### config.mk
export PLATFORM = sky130hd
export DESIGN_NAME = top_mdr
export DESIGN_NICKNAME = d
export VERILOG_FILES = /design/src/common/mdr_types_pkg.sv /design/src/common/mdr_ctrl_pkg.sv /design/src/common/mdr_ctrl_if.sv /design/src/hdl/top_mdr.sv /design/src/mdr/mdr_datapath.sv /design/src/mdr/mdr_operand_regs.sv /design/src/mdr/mdr_sequencer.sv /design/src/mdr/mdr_step_logic.sv
export SDC_FILE = /design/constraint.sdc
export NUM_CORES = 1
export LEC_CHECK = 0
export BUFFER_PORTS_ARGS = -buffer_cell sky130_fd_sc_hd__buf_4
export CAP_MARGIN = 10
export CORE_UTILIZATION = 30
export DETAILED_ROUTE_END_ITERATION = 10
export HOLD_SLACK_MARGIN = 0.03
export PLACE_DENSITY = 0.44
export SLEW_MARGIN = 10
export SYNTH_ARGS = -nofsm -noshare
export SYNTH_HDL_FRONTEND = slang
export SYNTH_HIERARCHICAL = 1
export SYNTH_SLANG_ARGS = --single-unit
export TNS_END_PERCENT = 30
### constraint.sdc
create_clock -name clk -period 2.5 [get_ports clk]
set_input_delay 0.5 -clock clk [delete_from_list [all_inputs] [get_ports clk]]
set_output_delay 0.5 -clock clk [all_outputs]
set_load 0.05 [all_outputs]
### src/common/mdr_types_pkg.sv
// mdr types package
// operand widths and vector types for the multiply/divide/sqrt unit

package mdr_types_pkg;

	//========================================
	// widths
	//========================================
	localparam int WIDTH     = 16;          // operand width N
	localparam int AQ_WIDTH  = 2*WIDTH + 1; // {E, A, Q}
	localparam int CNT_WIDTH = 5;           // holds a count of WIDTH steps

	// bit positions inside the AQ word
	localparam int Q_LSB = 0;
	localparam int A_LSB = WIDTH;
	localparam int E_BIT = 2*WIDTH;

	// square root keeps its root in the upper byte of A
	localparam int ROOT_WIDTH = WIDTH/2;

	//========================================
	// vector types
	//========================================
	typedef logic [WIDTH-1:0]     word_t;  // operand, result, remainder
	typedef logic [AQ_WIDTH-1:0]  aq_t;    // working register {E, A, Q}
	typedef logic [CNT_WIDTH-1:0] cnt_t;   // iteration count

	typedef logic [ROOT_WIDTH-1:0] root_t; // partial square root

endpackage

### src/common/mdr_ctrl_pkg.sv
// mdr control package
// op codes, sequencer states and the number of steps per operation

package mdr_ctrl_pkg;

	//========================================
	// op codes
	//========================================
	typedef logic [1:0] op_t;

	localparam op_t OP_MUL  = 2'd0;
	localparam op_t OP_DIV  = 2'd1;
	localparam op_t OP_SQRT = 2'd2; // code 3 falls back to multiply

	//========================================
	// sequencer states
	//========================================
	typedef enum logic [2:0] {
		S_IDLE,   // waiting for X
		S_HAVE_X, // waiting for Y
		S_READY,  // both operands held, waiting for start
		S_RUN,    // iterating
		S_DONE    // result valid
	} seq_state_t;

	// iterations per run
	localparam mdr_types_pkg::cnt_t STEPS_MUL_DIV =
		mdr_types_pkg::cnt_t'(mdr_types_pkg::WIDTH);
	localparam mdr_types_pkg::cnt_t STEPS_SQRT =
		mdr_types_pkg::cnt_t'(mdr_types_pkg::WIDTH/2);

endpackage

### src/common/mdr_ctrl_if.sv
// mdr control interface
// carries init, step, last and op from the sequencer to the datapath

`timescale 1ns/1ps

interface mdr_ctrl_if;

	logic              init; // one cycle, loads the AQ register
	logic              step; // one AQ update per cycle while high
	logic              last; // final step of the run
	mdr_ctrl_pkg::op_t op;   // op latched at start

	// sequencer side
	modport seq (
		output init,
		output step,
		output last,
		output op
	);

	// datapath side
	modport dp (
		input init,
		input step,
		input last,
		input op
	);

endinterface

### src/hdl/top_mdr.sv
// top_mdr
// iterative unsigned multiply, divide and square root unit

`timescale 1ns/1ps

module top_mdr (
	input  logic                 clk,
	input  logic                 reset,
	input  logic                 load,
	input  mdr_ctrl_pkg::op_t    op,
	input  logic                 start,
	input  mdr_types_pkg::word_t data,
	output mdr_types_pkg::word_t result,
	output mdr_types_pkg::word_t remainder,
	output logic                 done
);

	mdr_types_pkg::word_t x;
	mdr_types_pkg::word_t y;
	logic                 sel;
	logic                 loaded_x;
	logic                 loaded_y;

	mdr_ctrl_if ctrl ();

	mdr_operand_regs u_operands (
		.clk      (clk),
		.reset    (reset),
		.load     (load),
		.sel      (sel),
		.data     (data),
		.x        (x),
		.y        (y),
		.loaded_x (loaded_x),
		.loaded_y (loaded_y)
	);

	mdr_sequencer u_seq (
		.clk      (clk),
		.reset    (reset),
		.load     (load),
		.start    (start),
		.op       (op),
		.loaded_x (loaded_x),
		.loaded_y (loaded_y),
		.sel      (sel),
		.done     (done),
		.ctrl     (ctrl.seq)
	);

	mdr_datapath u_dp (
		.clk       (clk),
		.reset     (reset),
		.x         (x),
		.y         (y),
		.ctrl      (ctrl.dp),
		.result    (result),
		.remainder (remainder)
	);

endmodule

### src/mdr/mdr_datapath.sv
// mdr datapath
// AQ working register, initialized from X and advanced by the step logic

`timescale 1ns/1ps

module mdr_datapath (
	input  logic                 clk,
	input  logic                 reset,
	input  mdr_types_pkg::word_t x,
	input  mdr_types_pkg::word_t y,
	mdr_ctrl_if.dp               ctrl,
	output mdr_types_pkg::word_t result,
	output mdr_types_pkg::word_t remainder
);

	localparam int W = mdr_types_pkg::WIDTH;
	localparam int R = mdr_types_pkg::ROOT_WIDTH;

	mdr_types_pkg::aq_t aq;
	mdr_types_pkg::aq_t next_aq;
	mdr_ctrl_pkg::op_t  aq_op;   // op of the run held in aq

	mdr_step_logic u_step (
		.aq      (aq),
		.y       (y),
		.op      (ctrl.op),
		.next_aq (next_aq)
	);

	// E and A cleared (this also clears the root field), Q takes X
	always_ff @(posedge clk) begin
		if (reset) begin
			aq    <= '0;
			aq_op <= mdr_ctrl_pkg::OP_MUL;
		end else if (ctrl.init) begin
			aq    <= {1'b0, {W{1'b0}}, x};
			aq_op <= ctrl.op;
		end else if (ctrl.step)
			aq <= next_aq;
	end

	//========================================
	// outputs
	//========================================
	always_comb begin
		if (aq_op == mdr_ctrl_pkg::OP_SQRT) begin
			result    = {{(W-R){1'b0}}, aq[mdr_types_pkg::A_LSB+W-1 -: R]};
			remainder = {{(W-R-1){1'b0}}, aq[mdr_types_pkg::E_BIT],
			             aq[mdr_types_pkg::A_LSB +: R]};
		end else begin
			result    = aq[mdr_types_pkg::Q_LSB +: W];
			remainder = aq[mdr_types_pkg::A_LSB +: W];
		end
	end

	// restoring divide must leave a remainder below the divisor
	a_div_rem: assert property (
		@(posedge clk) disable iff (reset)
		(ctrl.step && ctrl.last && ctrl.op == mdr_ctrl_pkg::OP_DIV && y != '0)
		|=> (remainder < y)
	) else $error("divide remainder not below divisor");

endmodule

### src/mdr/mdr_operand_regs.sv
// mdr operand registers
// steers each load pulse into X or Y and flags the capture one cycle later

`timescale 1ns/1ps

module mdr_operand_regs (
	input  logic                 clk,
	input  logic                 reset,
	input  logic                 load,
	input  logic                 sel,      // 0 -> X, 1 -> Y
	input  mdr_types_pkg::word_t data,
	output mdr_types_pkg::word_t x,
	output mdr_types_pkg::word_t y,
	output logic                 loaded_x,
	output logic                 loaded_y
);

	logic load_x; // demux outputs
	logic load_y;

	assign load_x = load & ~sel;
	assign load_y = load & sel;

	// operand payload
	always_ff @(posedge clk) begin
		if (load_x)
			x <= data;
		if (load_y)
			y <= data;
	end

	// capture flags
	always_ff @(posedge clk) begin
		if (reset) begin
			loaded_x <= 1'b0;
			loaded_y <= 1'b0;
		end else begin
			loaded_x <= load_x;
			loaded_y <= load_y;
		end
	end

endmodule

### src/mdr/mdr_sequencer.sv
// mdr sequencer
// FSM for operand entry and the run, op latch and step counter

`timescale 1ns/1ps

module mdr_sequencer (
	input  logic              clk,
	input  logic              reset,
	input  logic              load,
	input  logic              start,
	input  mdr_ctrl_pkg::op_t op,
	input  logic              loaded_x,
	input  logic              loaded_y,
	output logic              sel,
	output logic              done,
	mdr_ctrl_if.seq           ctrl
);

	mdr_ctrl_pkg::seq_state_t state;
	mdr_ctrl_pkg::op_t        op_q;   // op held for the whole run
	mdr_types_pkg::cnt_t      cnt;    // steps applied so far
	mdr_types_pkg::cnt_t      steps;  // steps needed for op_q
	logic                     init_q;
	logic                     step;
	logic                     last;

	assign steps = (op_q == mdr_ctrl_pkg::OP_SQRT) ? mdr_ctrl_pkg::STEPS_SQRT
	                                               : mdr_ctrl_pkg::STEPS_MUL_DIV;

	// no step in the init cycle
	assign step = (state == mdr_ctrl_pkg::S_RUN) && !init_q;
	assign last = step && (cnt == steps - 1'b1);
	assign sel  = (state == mdr_ctrl_pkg::S_HAVE_X);

	assign ctrl.init = init_q;
	assign ctrl.step = step;
	assign ctrl.last = last;
	assign ctrl.op   = op_q;

	//========================================
	// state machine
	//========================================
	always_ff @(posedge clk) begin
		if (reset) begin
			state  <= mdr_ctrl_pkg::S_IDLE;
			op_q   <= mdr_ctrl_pkg::OP_MUL;
			cnt    <= '0;
			init_q <= 1'b0;
			done   <= 1'b0;
		end else begin
			init_q <= 1'b0;
			case (state)
				mdr_ctrl_pkg::S_IDLE: begin
					if (loaded_x)
						state <= mdr_ctrl_pkg::S_HAVE_X;
				end
				mdr_ctrl_pkg::S_HAVE_X: begin
					if (loaded_y)
						state <= mdr_ctrl_pkg::S_READY;
				end
				mdr_ctrl_pkg::S_READY, mdr_ctrl_pkg::S_DONE: begin
					if (start) begin
						state  <= mdr_ctrl_pkg::S_RUN;
						op_q   <= op;
						cnt    <= '0;
						init_q <= 1'b1; // AQ loads on the next edge
						done   <= 1'b0;
					end else if (state == mdr_ctrl_pkg::S_DONE) begin
						if (load)
							done <= 1'b0; // new operand entry begins
						if (loaded_x)
							state <= mdr_ctrl_pkg::S_HAVE_X;
					end
				end
				mdr_ctrl_pkg::S_RUN: begin
					if (step)
						cnt <= cnt + 1'b1;
					if (last) begin
						state <= mdr_ctrl_pkg::S_DONE;
						done  <= 1'b1;
					end
				end
				default: state <= mdr_ctrl_pkg::S_IDLE;
			endcase
		end
	end

	//========================================
	// checks
	//========================================
	// steps of a run come back to back up to the last one
	a_step_run: assert property (
		@(posedge clk) disable iff (reset)
		(ctrl.step && !ctrl.last) |=> ctrl.step
	) else $error("step dropped before the last step");

	a_cnt_range: assert property (
		@(posedge clk) disable iff (reset)
		cnt <= mdr_ctrl_pkg::STEPS_MUL_DIV
	) else $error("step counter overran");

endmodule

### src/mdr/mdr_step_logic.sv
// mdr step logic
// one combinational iteration of multiply, restoring divide or square root

`timescale 1ns/1ps

module mdr_step_logic (
	input  mdr_types_pkg::aq_t   aq,
	input  mdr_types_pkg::word_t y,
	input  mdr_ctrl_pkg::op_t    op,
	output mdr_types_pkg::aq_t   next_aq
);

	localparam int W = mdr_types_pkg::WIDTH;
	localparam int R = mdr_types_pkg::ROOT_WIDTH;

	mdr_types_pkg::word_t a;
	mdr_types_pkg::word_t q;

	// multiply
	logic [W:0]   mul_sum;   // {carry, A + Y}
	logic [W:0]   mul_ea;    // {E, A} before the shift

	// divide
	logic [W:0]   div_sh;    // {A, Q msb}
	logic [W+1:0] div_diff;  // sign in the top bit

	// square root, root in A[15:8], remainder in {E, A[7:0]}
	mdr_types_pkg::root_t root;
	logic [R:0]   sq_rem;
	logic [R+2:0] sq_trial;  // remainder with the next bit pair
	logic [R+3:0] sq_diff;
	logic         sq_bit;
	logic [R:0]   sq_rem_n;

	assign a = aq[mdr_types_pkg::A_LSB +: W];
	assign q = aq[mdr_types_pkg::Q_LSB +: W];

	//========================================
	// per-op datapaths
	//========================================
	assign mul_sum = {1'b0, a} + {1'b0, y};
	assign mul_ea  = q[0] ? mul_sum : {aq[mdr_types_pkg::E_BIT], a};

	assign div_sh   = {a, q[W-1]};
	assign div_diff = {1'b0, div_sh} - {2'b00, y};

	assign root     = a[W-1 -: R];
	assign sq_rem   = {aq[mdr_types_pkg::E_BIT], a[R-1:0]};
	assign sq_trial = {sq_rem, q[W-1 -: 2]};
	assign sq_diff  = {1'b0, sq_trial} - {2'b00, root, 2'b01}; // 4r + 1
	assign sq_bit   = ~sq_diff[R+3];
	assign sq_rem_n = sq_bit ? sq_diff[R:0] : sq_trial[R:0]; // fits, rem <= 2*root

	//========================================
	// result select
	//========================================
	always_comb begin
		case (op)
			mdr_ctrl_pkg::OP_DIV: begin
				if (!div_diff[W+1]) // trial not negative
					next_aq = {1'b0, div_diff[W-1:0], q[W-2:0], 1'b1};
				else
					next_aq = {1'b1, div_sh[W-1:0], q[W-2:0], 1'b0};
			end
			mdr_ctrl_pkg::OP_SQRT: begin
				next_aq = {sq_rem_n[R], root[R-2:0], sq_bit, sq_rem_n[R-1:0],
				           q[W-3:0], 2'b00};
			end
			default: begin
				next_aq = {1'b0, mul_ea, q[W-1:1]}; // shift right by one
			end
		endcase
	end

endmodule

## Yosys cells after proc, flatten, opt, wreduce, memory -nomap -nowiden

Cells that the tools add are included.
Widths: inputs -> output; s select.

- Bits in registers: 81
- Output and inout bits: 33

- Add/subtract/negate cells: 5
- Equality and inequality tests: 14
- Muxes and demuxes: 24
- Bitwise logic cells: 5
- Reduce and logical (&&, ||, !) cells: 13

Operator list:

| cell | number |
|---|---|
| $pmux 33 s2 | 1 |
| $mux 16 | 4 |
| $mux 33 | 1 |
| $sub 17x16->18 | 1 |
| $add 16x16->17 | 1 |
| $mux 17 | 1 |
| $mux 3 | 5 |
| $mux 5 | 3 |
| $pmux 3 s4 | 1 |
| $sub 11x10->12 | 1 |
| $pmux 5 s2 | 1 |
| $mux 9 | 1 |
| $eq 3x2->1 const B | 2 |
| $ne 2x2->1 const B | 3 |
| $reduce_and 3->1 | 2 |
| $reduce_or 2->1 | 3 |
| $add 5x1->5 const B | 1 |
| $eq 5x5->1 | 1 |
| $mux 1 | 5 |
| $sub 5x1->5 const B | 1 |
| $eq 2x2->1 const B | 2 |
| $reduce_and 4->1 | 1 |
| $reduce_bool 2->1 | 2 |
| $eq 3x1->1 const B | 1 |
| other kinds (12) | 16 |

## Longest topological paths before layout

Gate-level depths: netlist of the first run.

- Depth in word-level cells: 7
- Depth in mapped cells: 13

## Hierarchy

The synthesis of the first run kept the hierarchy.

Modules (own cells, without submodules):

| module | instances | cells each | area each (um^2) | seq. area each (um^2) |
|---|---|---|---|---|
| mdr_step_logic | 1 | 447 | 3029.2 | 0.0 |
| mdr_datapath | 1 | 170 | 1805.5 | 700.7 |
| mdr_operand_regs | 1 | 38 | 1036.0 | 1001.0 |
| mdr_sequencer | 1 | 89 | 769.5 | 240.2 |

## Least setup slack after synthesis of the first run

OpenSTA, ideal clock, no wires.

- Path type: register to register
- Start point: register u_operands.y[1]
- End point: register u_dp.aq[23]
- Library setup time: 0.115 ns
- Data arrival time: 2.332 ns
- Data required time: 2.385 ns
- Slack: 0.053 ns
- Stages on the path, launching flop included: 12
- Buffers on the path: 0
- Period minus slack after synthesis: 2.447 ns
- Cells stage by stage: edfxtp_1 inv_1 ha_1 nor2b_1 o31a_2 o21ai_1 o2111a_2 a21oi_4 mux2i_1 a221o_1 mux2i_1 nor2_2

- Word-level cells in the longest chain between the ends: 3
- Elaborated cells between the ends (all ways): 5
- Those cells by class: add/sub (2); mux (3)

RTL lines:

| item | line | text |
|---|---|---|
| start, declared | mdr_operand_regs.sv:13 | `output mdr_types_pkg::word_t y,` |
| start signal, assigned | mdr_operand_regs.sv:29 | `y <= data;` |
| $sub 17x16->18 / $add 16x16->17 (equally long branches) | mdr_step_logic.sv:45, mdr_step_logic.sv:41 |  |
| $mux 33 / $mux 17 (equally long branches) | mdr_step_logic.sv:60, mdr_step_logic.sv:42 |  |
| $pmux 33 s2 * | mdr_step_logic.sv:58 | `case (op)` |
| via u_dp.next_aq[23] | mdr_datapath.sv:20 | `mdr_types_pkg::aq_t next_aq;` |
| end signal, assigned | mdr_datapath.sv:36 | `aq <= {1'b0, {W{1'b0}}, x};` |
| end signal, assigned | mdr_datapath.sv:39 | `aq <= next_aq;` |
| end, declared | mdr_datapath.sv:19 | `mdr_types_pkg::aq_t aq;` |

The timed path passes the listed nets; every way through them passes the cells marked *.
A chain may end at the register's enable or synchronous reset.

## Worst setup path in the final report of the first run

- Start point: register u_operands.y[0]
- End point: register u_dp.aq[27]

Same word-level chain as after synthesis.

==> flow_summary.json, run 1 <==
{
  "syn_area_mm2": 0.00664,
  "start_util": 0.305,
  "cts.reportedPaths.clkPinSlew_ns": 0.07,
  "timing.slew.headroom": 0.600,
  "grt_busiest_layer": "met2",
  "clock_insertion_delay_worst_skew_ns": 0.35,
  "instance_count_after_placement_with_tap_cells_included": 1144,
  "grt.total_usage": 0.201,
  "report.final.hold_viol_count": 0,
  "clock_sinks": 81,
  "floorplan.die_area_mm2": 0.0227,
  "final.fill_count": 2237,
  "num_rows": 54,
  "floorplan.io_pins": 55,
  "power_leakage_nw": 3.42,
  "route.detailed.vias_per_inst": 5.24,
  "pin_count_of_the_biggest_net_entering_global_routing": 41,
  "drt_iter0_drc": 282,
  "drc_errors": 0,
  "cts.hold.buffers_added": 0,
  "critical_path.endpoint_type": "flop",
  "antenna-diode-count": 0,
  "routabilityCongestion": 0.863,
  "root_buffer": "sky130_fd_sc_hd__clkbuf_16",
  "yosys-top-cells-area": "sky130_fd_sc_hd__dfxtp_1 (15%), sky130_fd_sc_hd__edfxtp_1 (14%), sky130_fd_sc_hd__mux2i_1 (8.6%), sky130_fd_sc_hd__ha_1 (8.3%), sky130_fd_sc_hd__a21oi_1 (2.9%)",
  "multi_input_area_mm2": 0.00457,
  "number_of_synthesized_flops_with_an_enable_pin": 32,
  "seq_area_frac_synth": 0.292,
  "min_period_over_period": 1.04,
  "setup.reg_to_reg.worst_slack_ns": -0.09,
  "cts_tree": "done",
  "ctsHtreeMaxLevel": 3,
  "drtPass1Iterations": 5,
  "critPathCapture": "u_dp/aq[27]",
  "gr-usage-met1": 0.277,
  "num_vias": 6115,
  "synthesis.area_per_instance_um2": 8.92,
  "cts_made_buffers": 9,
  "met2_usage": 0.332,
  "clk_path_buf_depth": 2,
  "core-area_mm2": 0.0218,
  "regToRegEndpoint": "u_dp/aq[27]",
  "wl_mm": 22.2,
  "rr_startpoint": "u_operands/y[0]",
  "synth_largest_area_cell": "sky130_fd_sc_hd__dfxtp_1",
  "final_period_minus_worst_setup_slack_ns": 2.59,
  "use_met3": 0.0232,
  "setup.worst_path.class": "reg2reg",
  "antenna_found_initial": 0,
  "setup_slack_ns": -0.0905,
  "fin_nets": 949,
  "chipWidth_um": 151,
  "synth_largest_type_area_fraction": 0.148,
  "via_count_of_the_first_global_routing_pass": 6143,
  "report.final.setup_viol": 12,
  "unique_cell_type_count_in_the_yosys_netlist": 86,
  "global_route_wire_length_before_repair_mm": 34.5,
  "slew_at_the_pin_closest_to_its_max_slew_limit_ns": 0.599,
  "flow.area_growth_from_synthesis_pct": 30.5,
  "postRouteAntennaNets": 0,
  "register_area_mm2": 0.00195,
  "peakVddDrop_uv": 304,
  "critical_path_arrival_ns": 2.82,
  "rsz0062_at_grt": "true",
  "synth_cells": 744,
  "cpMaxStageDelayCell": "sky130_fd_sc_hd__edfxtp_1",
  "fin_worst_skew_ns": 0.0115,
  "failed_checks": "negative setup slack",
  "achievable-frequency_ghz": 0.386,
  "timing.reg2reg.worst_path_depth": 13,
  "drv_slew": 0,
  "pwr_density_cell_mw_per_mm2": 540,
  "fp.dieH_um": 151,
  "timing.critical_path.slowest_cell_delay_ns": 0.45,
  "dp_slack_ns": -0.339,
  "min_path_type": "in2reg",
  "place.detailed.hpwl_mm": 16.9,
  "critPathLaunchType": "flop",
  "synthArstFlopShare": 0,
  "path_cells": "ha_2 -> inv_2 -> fa_2 -> nor2b_2 -> o31a_1 -> buf_4 -> o211ai_1 -> nand3b_1 -> xor2_1 -> mux2i_1 -> a22oi_1 -> mux2i_1 -> nor2_1",
  "fin_cells": 1166,
  "yosys_most_used_dff": "sky130_fd_sc_hd__dfxtp_1",
  "worstPathRequired_ns": 2.73,
  "worstPathMaxFanout": 2,
  "worst_setup_path_startpoint": "u_operands/y[0]",
  "io_buf_count": 54,
  "wl_per_cell_um": 19.0,
  "synth_nets": 812,
  "final_layout_size_suffix_gt1_frac": 0.325,
  "status": "finished, violations left",
  "synth-warning-count": 6,
  "crit_path_frequent_cell": "sky130_fd_sc_hd__mux2i_1",
  "maxCapViolations": 0,
  "synth.ff_latch_count": 81,
  "grt_overflow_total": 0
}
[power breakdown]
| part | leakage (nW) | total, mW | internal (mW) | switching, mW |
|---|---|---|---|---|
| clock | 0.139 | 1.38 | 0.805 | 0.575 |
| sequential | 0.700 | 1.67 | 1.52 | 0.157 |
| combinational | 2.58 | 1.63 | 0.696 | 0.934 |
[layer usage]
layer / up-vias / part of all wire
met5: - / 0
met4: 0 / 0.012
li1: 2994 / -
met3: 16 / 0.040
met1: 2966 / 0.48
met2: 139 / 0.47
[registers in the layout, summed over array words and instances, names as in the netlist]
register,count
u_dp/aq,33
u_operands/x,16
u_operands/y,16
u_seq/cnt,5
u_seq/state,3
u_dp/aq_op,2
u_seq/ctrl.op,2
u_operands/loaded_x,1
u_operands/loaded_y,1
u_seq/ctrl.init,1
u_seq/done,1
[area by class of cell]
class                      instances  share of cell area
tap                              280              0.0404
inverter                          42              0.0182
sequential                        81               0.225
clock buffer                      12              0.0284
timing repair buffer             172               0.154
multi-input combinational        575               0.527
clock inverter                     4             0.00621
[synthesized netlist by cell type (5+ instances only)]
library cell / instances
sky130_fd_sc_hd__nand2b_1: 16
sky130_fd_sc_hd__ha_1: 44
sky130_fd_sc_hd__nor2_1: 44
sky130_fd_sc_hd__mux2i_1: 57
sky130_fd_sc_hd__nor2b_1: 28
sky130_fd_sc_hd__o21ai_0: 38
sky130_fd_sc_hd__a31oi_1: 13
sky130_fd_sc_hd__clkbuf_1: 18
sky130_fd_sc_hd__inv_1: 41
sky130_fd_sc_hd__nand2_1: 46
sky130_fd_sc_hd__a221oi_1: 6
sky130_fd_sc_hd__dfxtp_1: 49
sky130_fd_sc_hd__nor2_2: 10
sky130_fd_sc_hd__nor3_1: 13
sky130_fd_sc_hd__xnor2_1: 12
sky130_fd_sc_hd__xor2_1: 11
sky130_fd_sc_hd__or3_1: 6
sky130_fd_sc_hd__o221ai_1: 7
sky130_fd_sc_hd__a22oi_1: 12
sky130_fd_sc_hd__a211oi_1: 22
sky130_fd_sc_hd__edfxtp_1: 32
sky130_fd_sc_hd__o21a_1: 10
sky130_fd_sc_hd__buf_6: 5
sky130_fd_sc_hd__buf_2: 6
sky130_fd_sc_hd__a21oi_1: 38
sky130_fd_sc_hd__mux2_2: 5
sky130_fd_sc_hd__nand3_1: 13
sky130_fd_sc_hd__and2_1: 19
sky130_fd_sc_hd__a21o_1: 7
sky130_fd_sc_hd__nand4_1: 5
sky130_fd_sc_hd__mux2_4: 5
sky130_fd_sc_hd__buf_4: 12
sky130_fd_sc_hd__o211ai_1: 8
[what timing repair did]
item / 4_1_cts / 5_1_grt
buffers inserted: 3 / 3
pin swaps: 31 / 18
setup endpoints to repair: 18 / 18
gates resized for setup: 48 / 34
[critical path, delay by kind of cell (launching register included)]
family | cells | cell delay, ns
compound gates | 3 | 0.62
flops | 1 | 0.45
fa+ha+maj | 2 | 0.44
mux | 2 | 0.32
simple gates | 3 | 0.29
buf+inv | 2 | 0.20
xor+xnor | 1 | 0.17
[placed cells by master (no fill, tap or decap), drive strengths merged, types with 4 or more instances in the layout]
| master | instances |
|---|---|
| nand2b | 18 |
| ha | 44 |
| or3 | 6 |
| xor2 | 11 |
| and3 | 5 |
| xnor2 | 12 |
| a211oi | 23 |
| mux2 | 14 |
| a221oi | 7 |
| nand3b | 5 |
| inv | 42 |
| nor3 | 14 |
| and2 | 20 |
| o31ai | 6 |
| edfxtp | 32 |
| buf | 172 |
| dfxtp | 49 |
| a21o | 7 |
| a22oi | 12 |
| nor2b | 28 |
| nor2 | 54 |
| nand4 | 5 |
| nand3 | 14 |
| nand2 | 46 |
| mux2i | 57 |
| or2 | 4 |
| o21ai | 41 |
| o21bai | 4 |
| clkbuf | 12 |
| o21a | 10 |
| a31oi | 13 |
| o221ai | 7 |
| o211ai | 8 |
| a21oi | 41 |
[cell families after synthesis]
logic type                 Yosys count  synth area share
and+or+nand+nor                    230             0.188
AOI/OAI and AO/OA                  205             0.216
buffers and inverters               88            0.0716
DFF                                 81             0.292
muxes                               71             0.112
adders and majority gates           46            0.0889
xor gates and xnor gates            23            0.0303
[worst min path at each step]
stage / end / depth (start not counted) / startpoint / slack, ns
6_report: u_operands/x[10] / 1 / data[10] / 0.34
5_1_grt: u_operands/x[9] / 1 / data[9] / 0.32
3_3_place_gp: u_seq/done / 1 / u_seq/done / 0.45
2_1_floorplan: u_seq/cnt[4] / 2 / u_seq/cnt[4] / 0.44
3_5_place_dp: u_seq/done / 1 / u_seq/done / 0.46
4_1_cts: u_operands/y[9] / 1 / data[9] / 0.32
[through the flow]
step / utilization / instance area, um2 / hold slack [ns] / setup TNS [ns] / power (mW)
2_1_floorplan: - / 6640 / 0.443 / 0 / 2.72
3_3_place_gp: 0.366 / 7960 / 0.455 / -2.54 / 3.21
3_5_place_dp: 0.366 / 7960 / 0.463 / -2.97 / 3.23
4_1_cts: 0.392 / 8520 / 0.323 / -0.729 / 4.70
5_1_grt: 0.398 / 8670 / 0.325 / -2.35 / 4.94
6_report: 0.398 / 8670 / 0.339 / -0.334 / 4.68
(Power assumes the default switching activity.)
==> run 2: changes to the inputs <==
--- a/config.mk
+++ b/config.mk
@@ -10,7 +10,7 @@
 export CORE_UTILIZATION = 30
 export DETAILED_ROUTE_END_ITERATION = 10
 export HOLD_SLACK_MARGIN = 0.03
-export PLACE_DENSITY = 0.44
+export PLACE_DENSITY = 0.43
 export SLEW_MARGIN = 10
 export SYNTH_ARGS = -nofsm -noshare
 export SYNTH_HDL_FRONTEND = slang
==> constraint.sdc (replaced) <==
create_clock -name clk -period 2.54 [get_ports clk]
set_input_delay 0.508 -clock clk [delete_from_list [all_inputs] [get_ports clk]]
set_output_delay 0.508 -clock clk [all_outputs]
set_load 0.05 [all_outputs]
==> flow_summary.json, run 2 (synthesis results as in run 1) <==
{
  "wl_per_cell_um": 19.2,
  "root_buffer": "sky130_fd_sc_hd__clkbuf_16",
  "cts.reportedPaths.clkPinSlew_ns": 0.07,
  "timing.reg2reg.worst_path_depth": 10,
  "pin_count_of_the_biggest_net_entering_global_routing": 30,
  "power_leakage_nw": 3.41,
  "postRouteAntennaNets": 0,
  "switching_share": 0.369,
  "fin_nets": 946,
  "instance_count_after_placement_with_tap_cells_included": 1136,
  "route.detailed.vias_per_inst": 5.23,
  "drv_slew": 0,
  "min_path_type": "in2reg",
  "fin_cells": 1163,
  "status": "finished, violations left",
  "global_route_wire_length_before_repair_mm": 34.5,
  "clock_insertion_delay_worst_skew_ns": 0.35,
  "antenna_found_initial": 0,
  "rr_startpoint": "u_operands/y[4]",
  "fp.dieH_um": 151,
  "drtPass1Iterations": 5,
  "core-area_mm2": 0.0218,
  "num_rows": 54,
  "clk_path_buf_depth": 2,
  "mostFrequentLayoutCell": "sky130_fd_sc_hd__buf_4",
  "place.detailed.hpwl_mm": 17.1,
  "slew_at_the_pin_closest_to_its_max_slew_limit_ns": 0.614,
  "dpl_cell_area_mm2": 0.00789,
  "timing.hold.worst_endpoint": "u_operands/y[9]",
  "largest_reg_flops": 33,
  "flow.area_growth_from_synthesis_pct": 29.2,
  "min_delay_path_depth": 1,
  "timing.critical_path.slowest_cell_delay_ns": 0.44,
  "achievable-frequency_ghz": 0.378,
  "report.final.hold_viol_count": 0,
  "worstPathRequired_ns": 2.77,
  "setup.worst_path.class": "reg2reg",
  "floorplan.die_area_mm2": 0.0227,
  "critical_path.endpoint_type": "flop",
  "drt_iter0_drc": 386,
  "cpMaxStageDelayCell": "sky130_fd_sc_hd__edfxtp_1",
  "failed_checks": "negative setup slack",
  "cts_made_buffers": 9,
  "register_with_the_highest_flop_count": "u_dp/aq",
  "largestRegisters": "u_dp/aq: 33 flops, u_operands/x: 16 flops, u_operands/y: 16 flops",
  "seq_power_share": 0.360,
  "setup.reg_to_reg.worst_slack_ns": -0.11,
  "antenna-diode-count": 0,
  "drc_errors": 0,
  "num_vias": 6084,
  "report.final.setup_viol": 9,
  "worstPathMaxFanout": 5,
  "grt_overflow_total": 0,
  "fin_worst_skew_ns": 0.00787,
  "clk_network_pwr_share": 0.279,
  "peakVddDrop_uv": 320,
  "power.combinational.fraction": 0.361,
  "critPathLaunchType": "flop",
  "chipWidth_um": 151,
  "timing.hold.worst.start": "data[9]",
  "cts.hold.buffers_added": 0,
  "path_cells": "ha_1 -> nand3_1 -> o2111a_1 -> o32ai_4 -> o221ai_2 -> a211oi_1 -> o31a_1 -> a31oi_1 -> mux2i_1 -> nor2_1",
  "min_period_over_period": 1.04,
  "final_layout_size_suffix_gt1_frac": 0.317,
  "regToRegEndpoint": "u_dp/aq[28]",
  "io_buf_count": 54,
  "pwr_density_cell_mw_per_mm2": 529,
  "internal-power_mw": 2.86,
  "ctsHtreeMaxLevel": 3,
  "wl_mm": 22.3,
  "clock_sinks": 81,
  "fin_area_mm2": 0.00858,
  "routabilityCongestion": 0.887,
  "timing.slew.headroom": 0.590,
  "critical_path_arrival_ns": 2.88,
  "mostFrequentLayoutCells": "sky130_fd_sc_hd__buf_4 (164), sky130_fd_sc_hd__mux2i_1 (57), sky130_fd_sc_hd__nand2_1 (46)",
  "maxCapViolations": 0,
  "cts_tree": "done",
  "power_switching_mw": 1.67,
  "final_period_minus_worst_setup_slack_ns": 2.65,
  "grt.total_usage": 0.202,
  "via_count_of_the_first_global_routing_pass": 6116,
  "floorplan.io_pins": 55,
  "start_util": 0.305,
  "setup_slack_ns": -0.107,
  "rsz0062_at_grt": "true"
}
run 2: cell types whose count changed in the layout (fill, tap and decap cells not counted), moves of 3 or more:
cell | previous run | this run
sky130_fd_sc_hd__o21ai_0 | 29 | 32
sky130_fd_sc_hd__ha_4 | 10 | 6
sky130_fd_sc_hd__nor2_2 | 10 | 13
sky130_fd_sc_hd__ha_1 | 33 | 37
sky130_fd_sc_hd__buf_4 | 167 | 164
run 2: layout make-up:
class                      instances  area [um2]
multi-input combinational        575        4540
tap                              280         350
clock inverter                     7        52.6
clock buffer                       9         225
fill                            2214       13200
timing repair buffer             169        1310
inverter                          42         158
sequential                        81        1950
run 2: worst max path at each step:
stage	from	to
after floorplan	u_operands/y[1]	u_dp/aq[23]
after global placement	u_operands/y[4]	u_dp/aq[28]
after detailed placement	u_operands/y[1]	u_dp/aq[27]
after CTS	u_operands/y[0]	u_dp/aq[27]
after global routing	u_operands/y[0]	u_dp/aq[27]
final	u_operands/y[4]	u_dp/aq[28]
run 2: layer usage:
| layer | up-vias | routed length (um) | track usage |
|---|---|---|---|
| met4 | 0 | 464 | 0.0620 |
| met3 | 22 | 708 | 0.0256 |
| met2 | 126 | 10400 | 0.335 |
| met5 | - | 0 | 0 |
| li1 | 2997 | - | - |
| met1 | 2939 | 10700 | 0.272 |
run 2: power groups by stage:
stage	sequential [mW]	clock, mW	combinational (mW)
2_1_floorplan	1.58	0	1.09
3_3_place_gp	1.66	0	1.51
3_5_place_dp	1.66	0	1.53
4_1_cts	1.63	1.30	1.59
5_1_grt	1.65	1.35	1.77
6_report	1.63	1.27	1.64
run 2: repair_timing:
item | 4_1_cts | 5_1_grt
pin swaps | 26 | 17
endpoints found under the setup margin | 17 | 18
gates resized for setup | 49 | 24
endpoints found under the hold margin | 0 | 0
setup buffers | 9 | 2
run 2: worst max-delay path, delay by kind of cell, from the launching register on:
kind / cells / cell delay, ns
mux: 1 / 0.14
fa+ha+maj: 1 / 0.39
flops: 1 / 0.44
compound gates: 6 / 1.38
simple gates: 2 / 0.19
run 2: metrics by stage:
step                setup TNS, ns  utilization  setup WS [ns]  hold WS (ns)  total power, mW
finish                     -0.313        0.394         -0.107         0.341             4.54
global route                -2.07        0.394         -0.182         0.334             4.78
global placement            -1.75        0.363         -0.228         0.456             3.17
CTS                        -0.250        0.388        -0.0686         0.327             4.53
detailed placement          -2.66        0.363         -0.279         0.464             3.19
floorplan                       0            -         0.0934         0.443             2.67
==> run 3: changes to the inputs <==
--- a/config.mk
+++ b/config.mk
@@ -5,12 +5,12 @@
 export SDC_FILE = /design/constraint.sdc
 export NUM_CORES = 1
 export LEC_CHECK = 0
-export BUFFER_PORTS_ARGS = -buffer_cell sky130_fd_sc_hd__buf_4
 export CAP_MARGIN = 10
 export CORE_UTILIZATION = 30
 export DETAILED_ROUTE_END_ITERATION = 10
+export DONT_BUFFER_PORTS = 1
 export HOLD_SLACK_MARGIN = 0.03
-export PLACE_DENSITY = 0.43
+export PLACE_DENSITY = 0.41
 export SLEW_MARGIN = 10
 export SYNTH_ARGS = -nofsm -noshare
 export SYNTH_HDL_FRONTEND = slang
==> flow_summary.json, run 3 (synthesis results as in run 1) <==
{
  "cts.reportedPaths.clkPinSlew_ns": 0.07,
  "fin_worst_skew_ns": 0.00668,
  "timing.critical_path.slowest_cell_delay_ns": 0.44,
  "timing.critical_path.buf_inv": 0,
  "largest_reg_flops": 33,
  "critPathLaunchType": "flop",
  "num_vias": 5978,
  "route.met3.wl_mm": 1.05,
  "fin_nets": 895,
  "mostFrequentLayoutCell": "sky130_fd_sc_hd__buf_4",
  "final_period_minus_worst_setup_slack_ns": 2.68,
  "global_route_wire_length_before_repair_mm": 34.5,
  "mostFrequentLayoutCells": "sky130_fd_sc_hd__buf_4 (115), sky130_fd_sc_hd__mux2i_1 (56), sky130_fd_sc_hd__dfxtp_1 (46), sky130_fd_sc_hd__nand2_1 (46), sky130_fd_sc_hd__ha_1 (42)",
  "worst_hold_slack_ns": 0.218,
  "cpLargestDelayFamily": "compound AO/OA/AOI/OAI gates",
  "drt_iter0_drc": 289,
  "achievable-frequency_ghz": 0.374,
  "regToRegEndpoint": "u_dp/aq[28]",
  "status": "finished, violations left",
  "drv_slew": 0,
  "num_rows": 54,
  "route.detailed.vias_per_inst": 5.37,
  "worstPathMaxFanout": 5,
  "grt_overflow_total": 0,
  "routabilityCongestion": 0.896,
  "report.final.hold_viol_count": 0,
  "final_core_util": 0.369,
  "cts.hold.buffers_added": 0,
  "cts_tree": "done",
  "pin_count_of_the_biggest_net_entering_global_routing": 30,
  "dpl_cell_area_mm2": 0.00754,
  "report.final.setup_viol": 7,
  "largestRegisters": "u_dp/aq: 33 flops, u_operands/x: 16 flops, u_operands/y: 16 flops",
  "wl_mm": 22.5,
  "root_buffer": "sky130_fd_sc_hd__clkbuf_16",
  "final.fill_count": 2258,
  "core-area_mm2": 0.0218,
  "place.detailed.hpwl_mm": 17.5,
  "final_layout_size_suffix_gt1_frac": 0.248,
  "detailroute.wirelength.met2_mm": 10.1,
  "drc_errors": 0,
  "io_buf_count": 0,
  "critical_path_arrival_ns": 2.91,
  "min_period_over_period": 1.05,
  "register_with_the_highest_flop_count": "u_dp/aq",
  "failed_checks": "negative setup slack",
  "timing.slew.headroom": 0.631,
  "wl_per_cell_um": 20.2,
  "power_leakage_nw": 3.13,
  "min_path_type": "in2reg",
  "setup_slack_ns": -0.136,
  "worstPathRequired_ns": 2.78,
  "rsz0062_at_grt": "true",
  "setup.worst_path.class": "reg2reg",
  "drtPass1Iterations": 6,
  "timing.hold.worst.start": "reset",
  "fp.dieH_um": 151,
  "path_cells": "ha_1 -> nand3_1 -> o2111a_1 -> o32ai_2 -> o221ai_2 -> a211oi_1 -> o31a_1 -> a31oi_1 -> mux2i_1 -> nor2_1",
  "via_count_of_the_first_global_routing_pass": 5916,
  "start_util": 0.305,
  "timing.hold.worst_endpoint": "u_seq/state[0]",
  "antenna_found_initial": 1,
  "clk_path_buf_depth": 2,
  "top_layer": "met4",
  "slew_at_the_pin_closest_to_its_max_slew_limit_ns": 0.553,
  "pwr_density_cell_mw_per_mm2": 557,
  "postRouteAntennaNets": 0,
  "cpMaxStageDelayCell": "sky130_fd_sc_hd__edfxtp_1",
  "met1Wirelength_mm": 10.7,
  "maxCapViolations": 0,
  "fin_area_mm2": 0.00803,
  "setup.reg_to_reg.worst_slack_ns": -0.14,
  "ctsHtreeMaxLevel": 3,
  "min_delay_path_depth": 1,
  "floorplan.io_pins": 55,
  "cts_made_buffers": 9,
  "chipWidth_um": 151,
  "clock_insertion_delay_worst_skew_ns": 0.35,
  "floorplan.die_area_mm2": 0.0227,
  "flow.area_growth_from_synthesis_pct": 20.9,
  "critical_path.endpoint_type": "flop",
  "rr_startpoint": "u_operands/y[4]",
  "clock_sinks": 81,
  "timing.reg2reg.worst_path_depth": 10,
  "peakVddDrop_uv": 371,
  "grt.total_usage": 0.205
}
-- run 3: per-stage QoR --
stage / worst slack, ns / total power [mW] / std cells / TNS, ns
final: -0.136 / 4.47 / 1113 / -0.345
after global routing: -0.242 / 4.69 / 1112 / -2.14
after CTS: -0.151 / 4.48 / 1107 / -0.489
after detailed placement: -0.279 / 3.08 / 1090 / -1.66
after global placement: -0.197 / 3.07 / 1090 / -1.46
after floorplan: 0.0934 / 2.67 / 744 / 0
-- run 3: how the worst max path moves through the flow --
stage	slack, ns	startpoint	endpoint	cells past startpoint
after floorplan	0.09	u_operands/y[1]	u_dp/aq[23]	11
after global placement	-0.20	u_operands/y[4]	u_dp/aq[28]	10
after detailed placement	-0.28	u_operands/y[4]	u_dp/aq[28]	10
after CTS	-0.15	u_operands/y[0]	u_dp/aq[23]	12
after global routing	-0.24	u_operands/y[0]	u_dp/aq[29]	13
final	-0.14	u_operands/y[4]	u_dp/aq[28]	10
-- run 3: where the power goes --
part / leakage [nW] / internal, mW / switching, mW / total (mW)
registers: 0.698 / 1.49 / 0.133 / 1.63
clock network: 0.141 / 0.767 / 0.606 / 1.37
logic: 2.29 / 0.584 / 0.885 / 1.47
total: 3.13 / 2.84 / 1.62 / 4.47
-- run 3: metal layers --
| metal | vias to the layer above | global-route usage |
|---|---|---|
| met5 | - | 0 |
| met3 | 32 | 0.0343 |
| met1 | 2916 | 0.277 |
| met4 | 0 | 0.0795 |
| li1 | 2903 | - |
| met2 | 127 | 0.323 |
-- run 3: area by class of cell --
type	instances	area (um2)	share of cell area
antenna	1	2.50	0.000312
clock buffer	10	229	0.0285
clock inverter	6	67.6	0.00842
inverter	42	158	0.0196
multi-input combinational	575	4360	0.543
sequential	81	1950	0.243
tap	280	350	0.0437
timing repair buffer	118	915	0.114
-- run 3: worst register-to-register path, delay by kind of cell (launching register included) --
kind | cells | cell delay [ns]
flops | 1 | 0.44
mux | 1 | 0.14
simple gates | 2 | 0.19
compound gates | 6 | 1.38
fa+ha+maj | 1 | 0.40
-- run 3: repair_timing --
| item | in CTS | in global routing |
|---|---|---|
| pin swaps | 12 | 20 |
| gates resized for setup | 21 | 18 |
| buffers inserted | 1 | 5 |
| setup endpoints to repair | 18 | 18 |
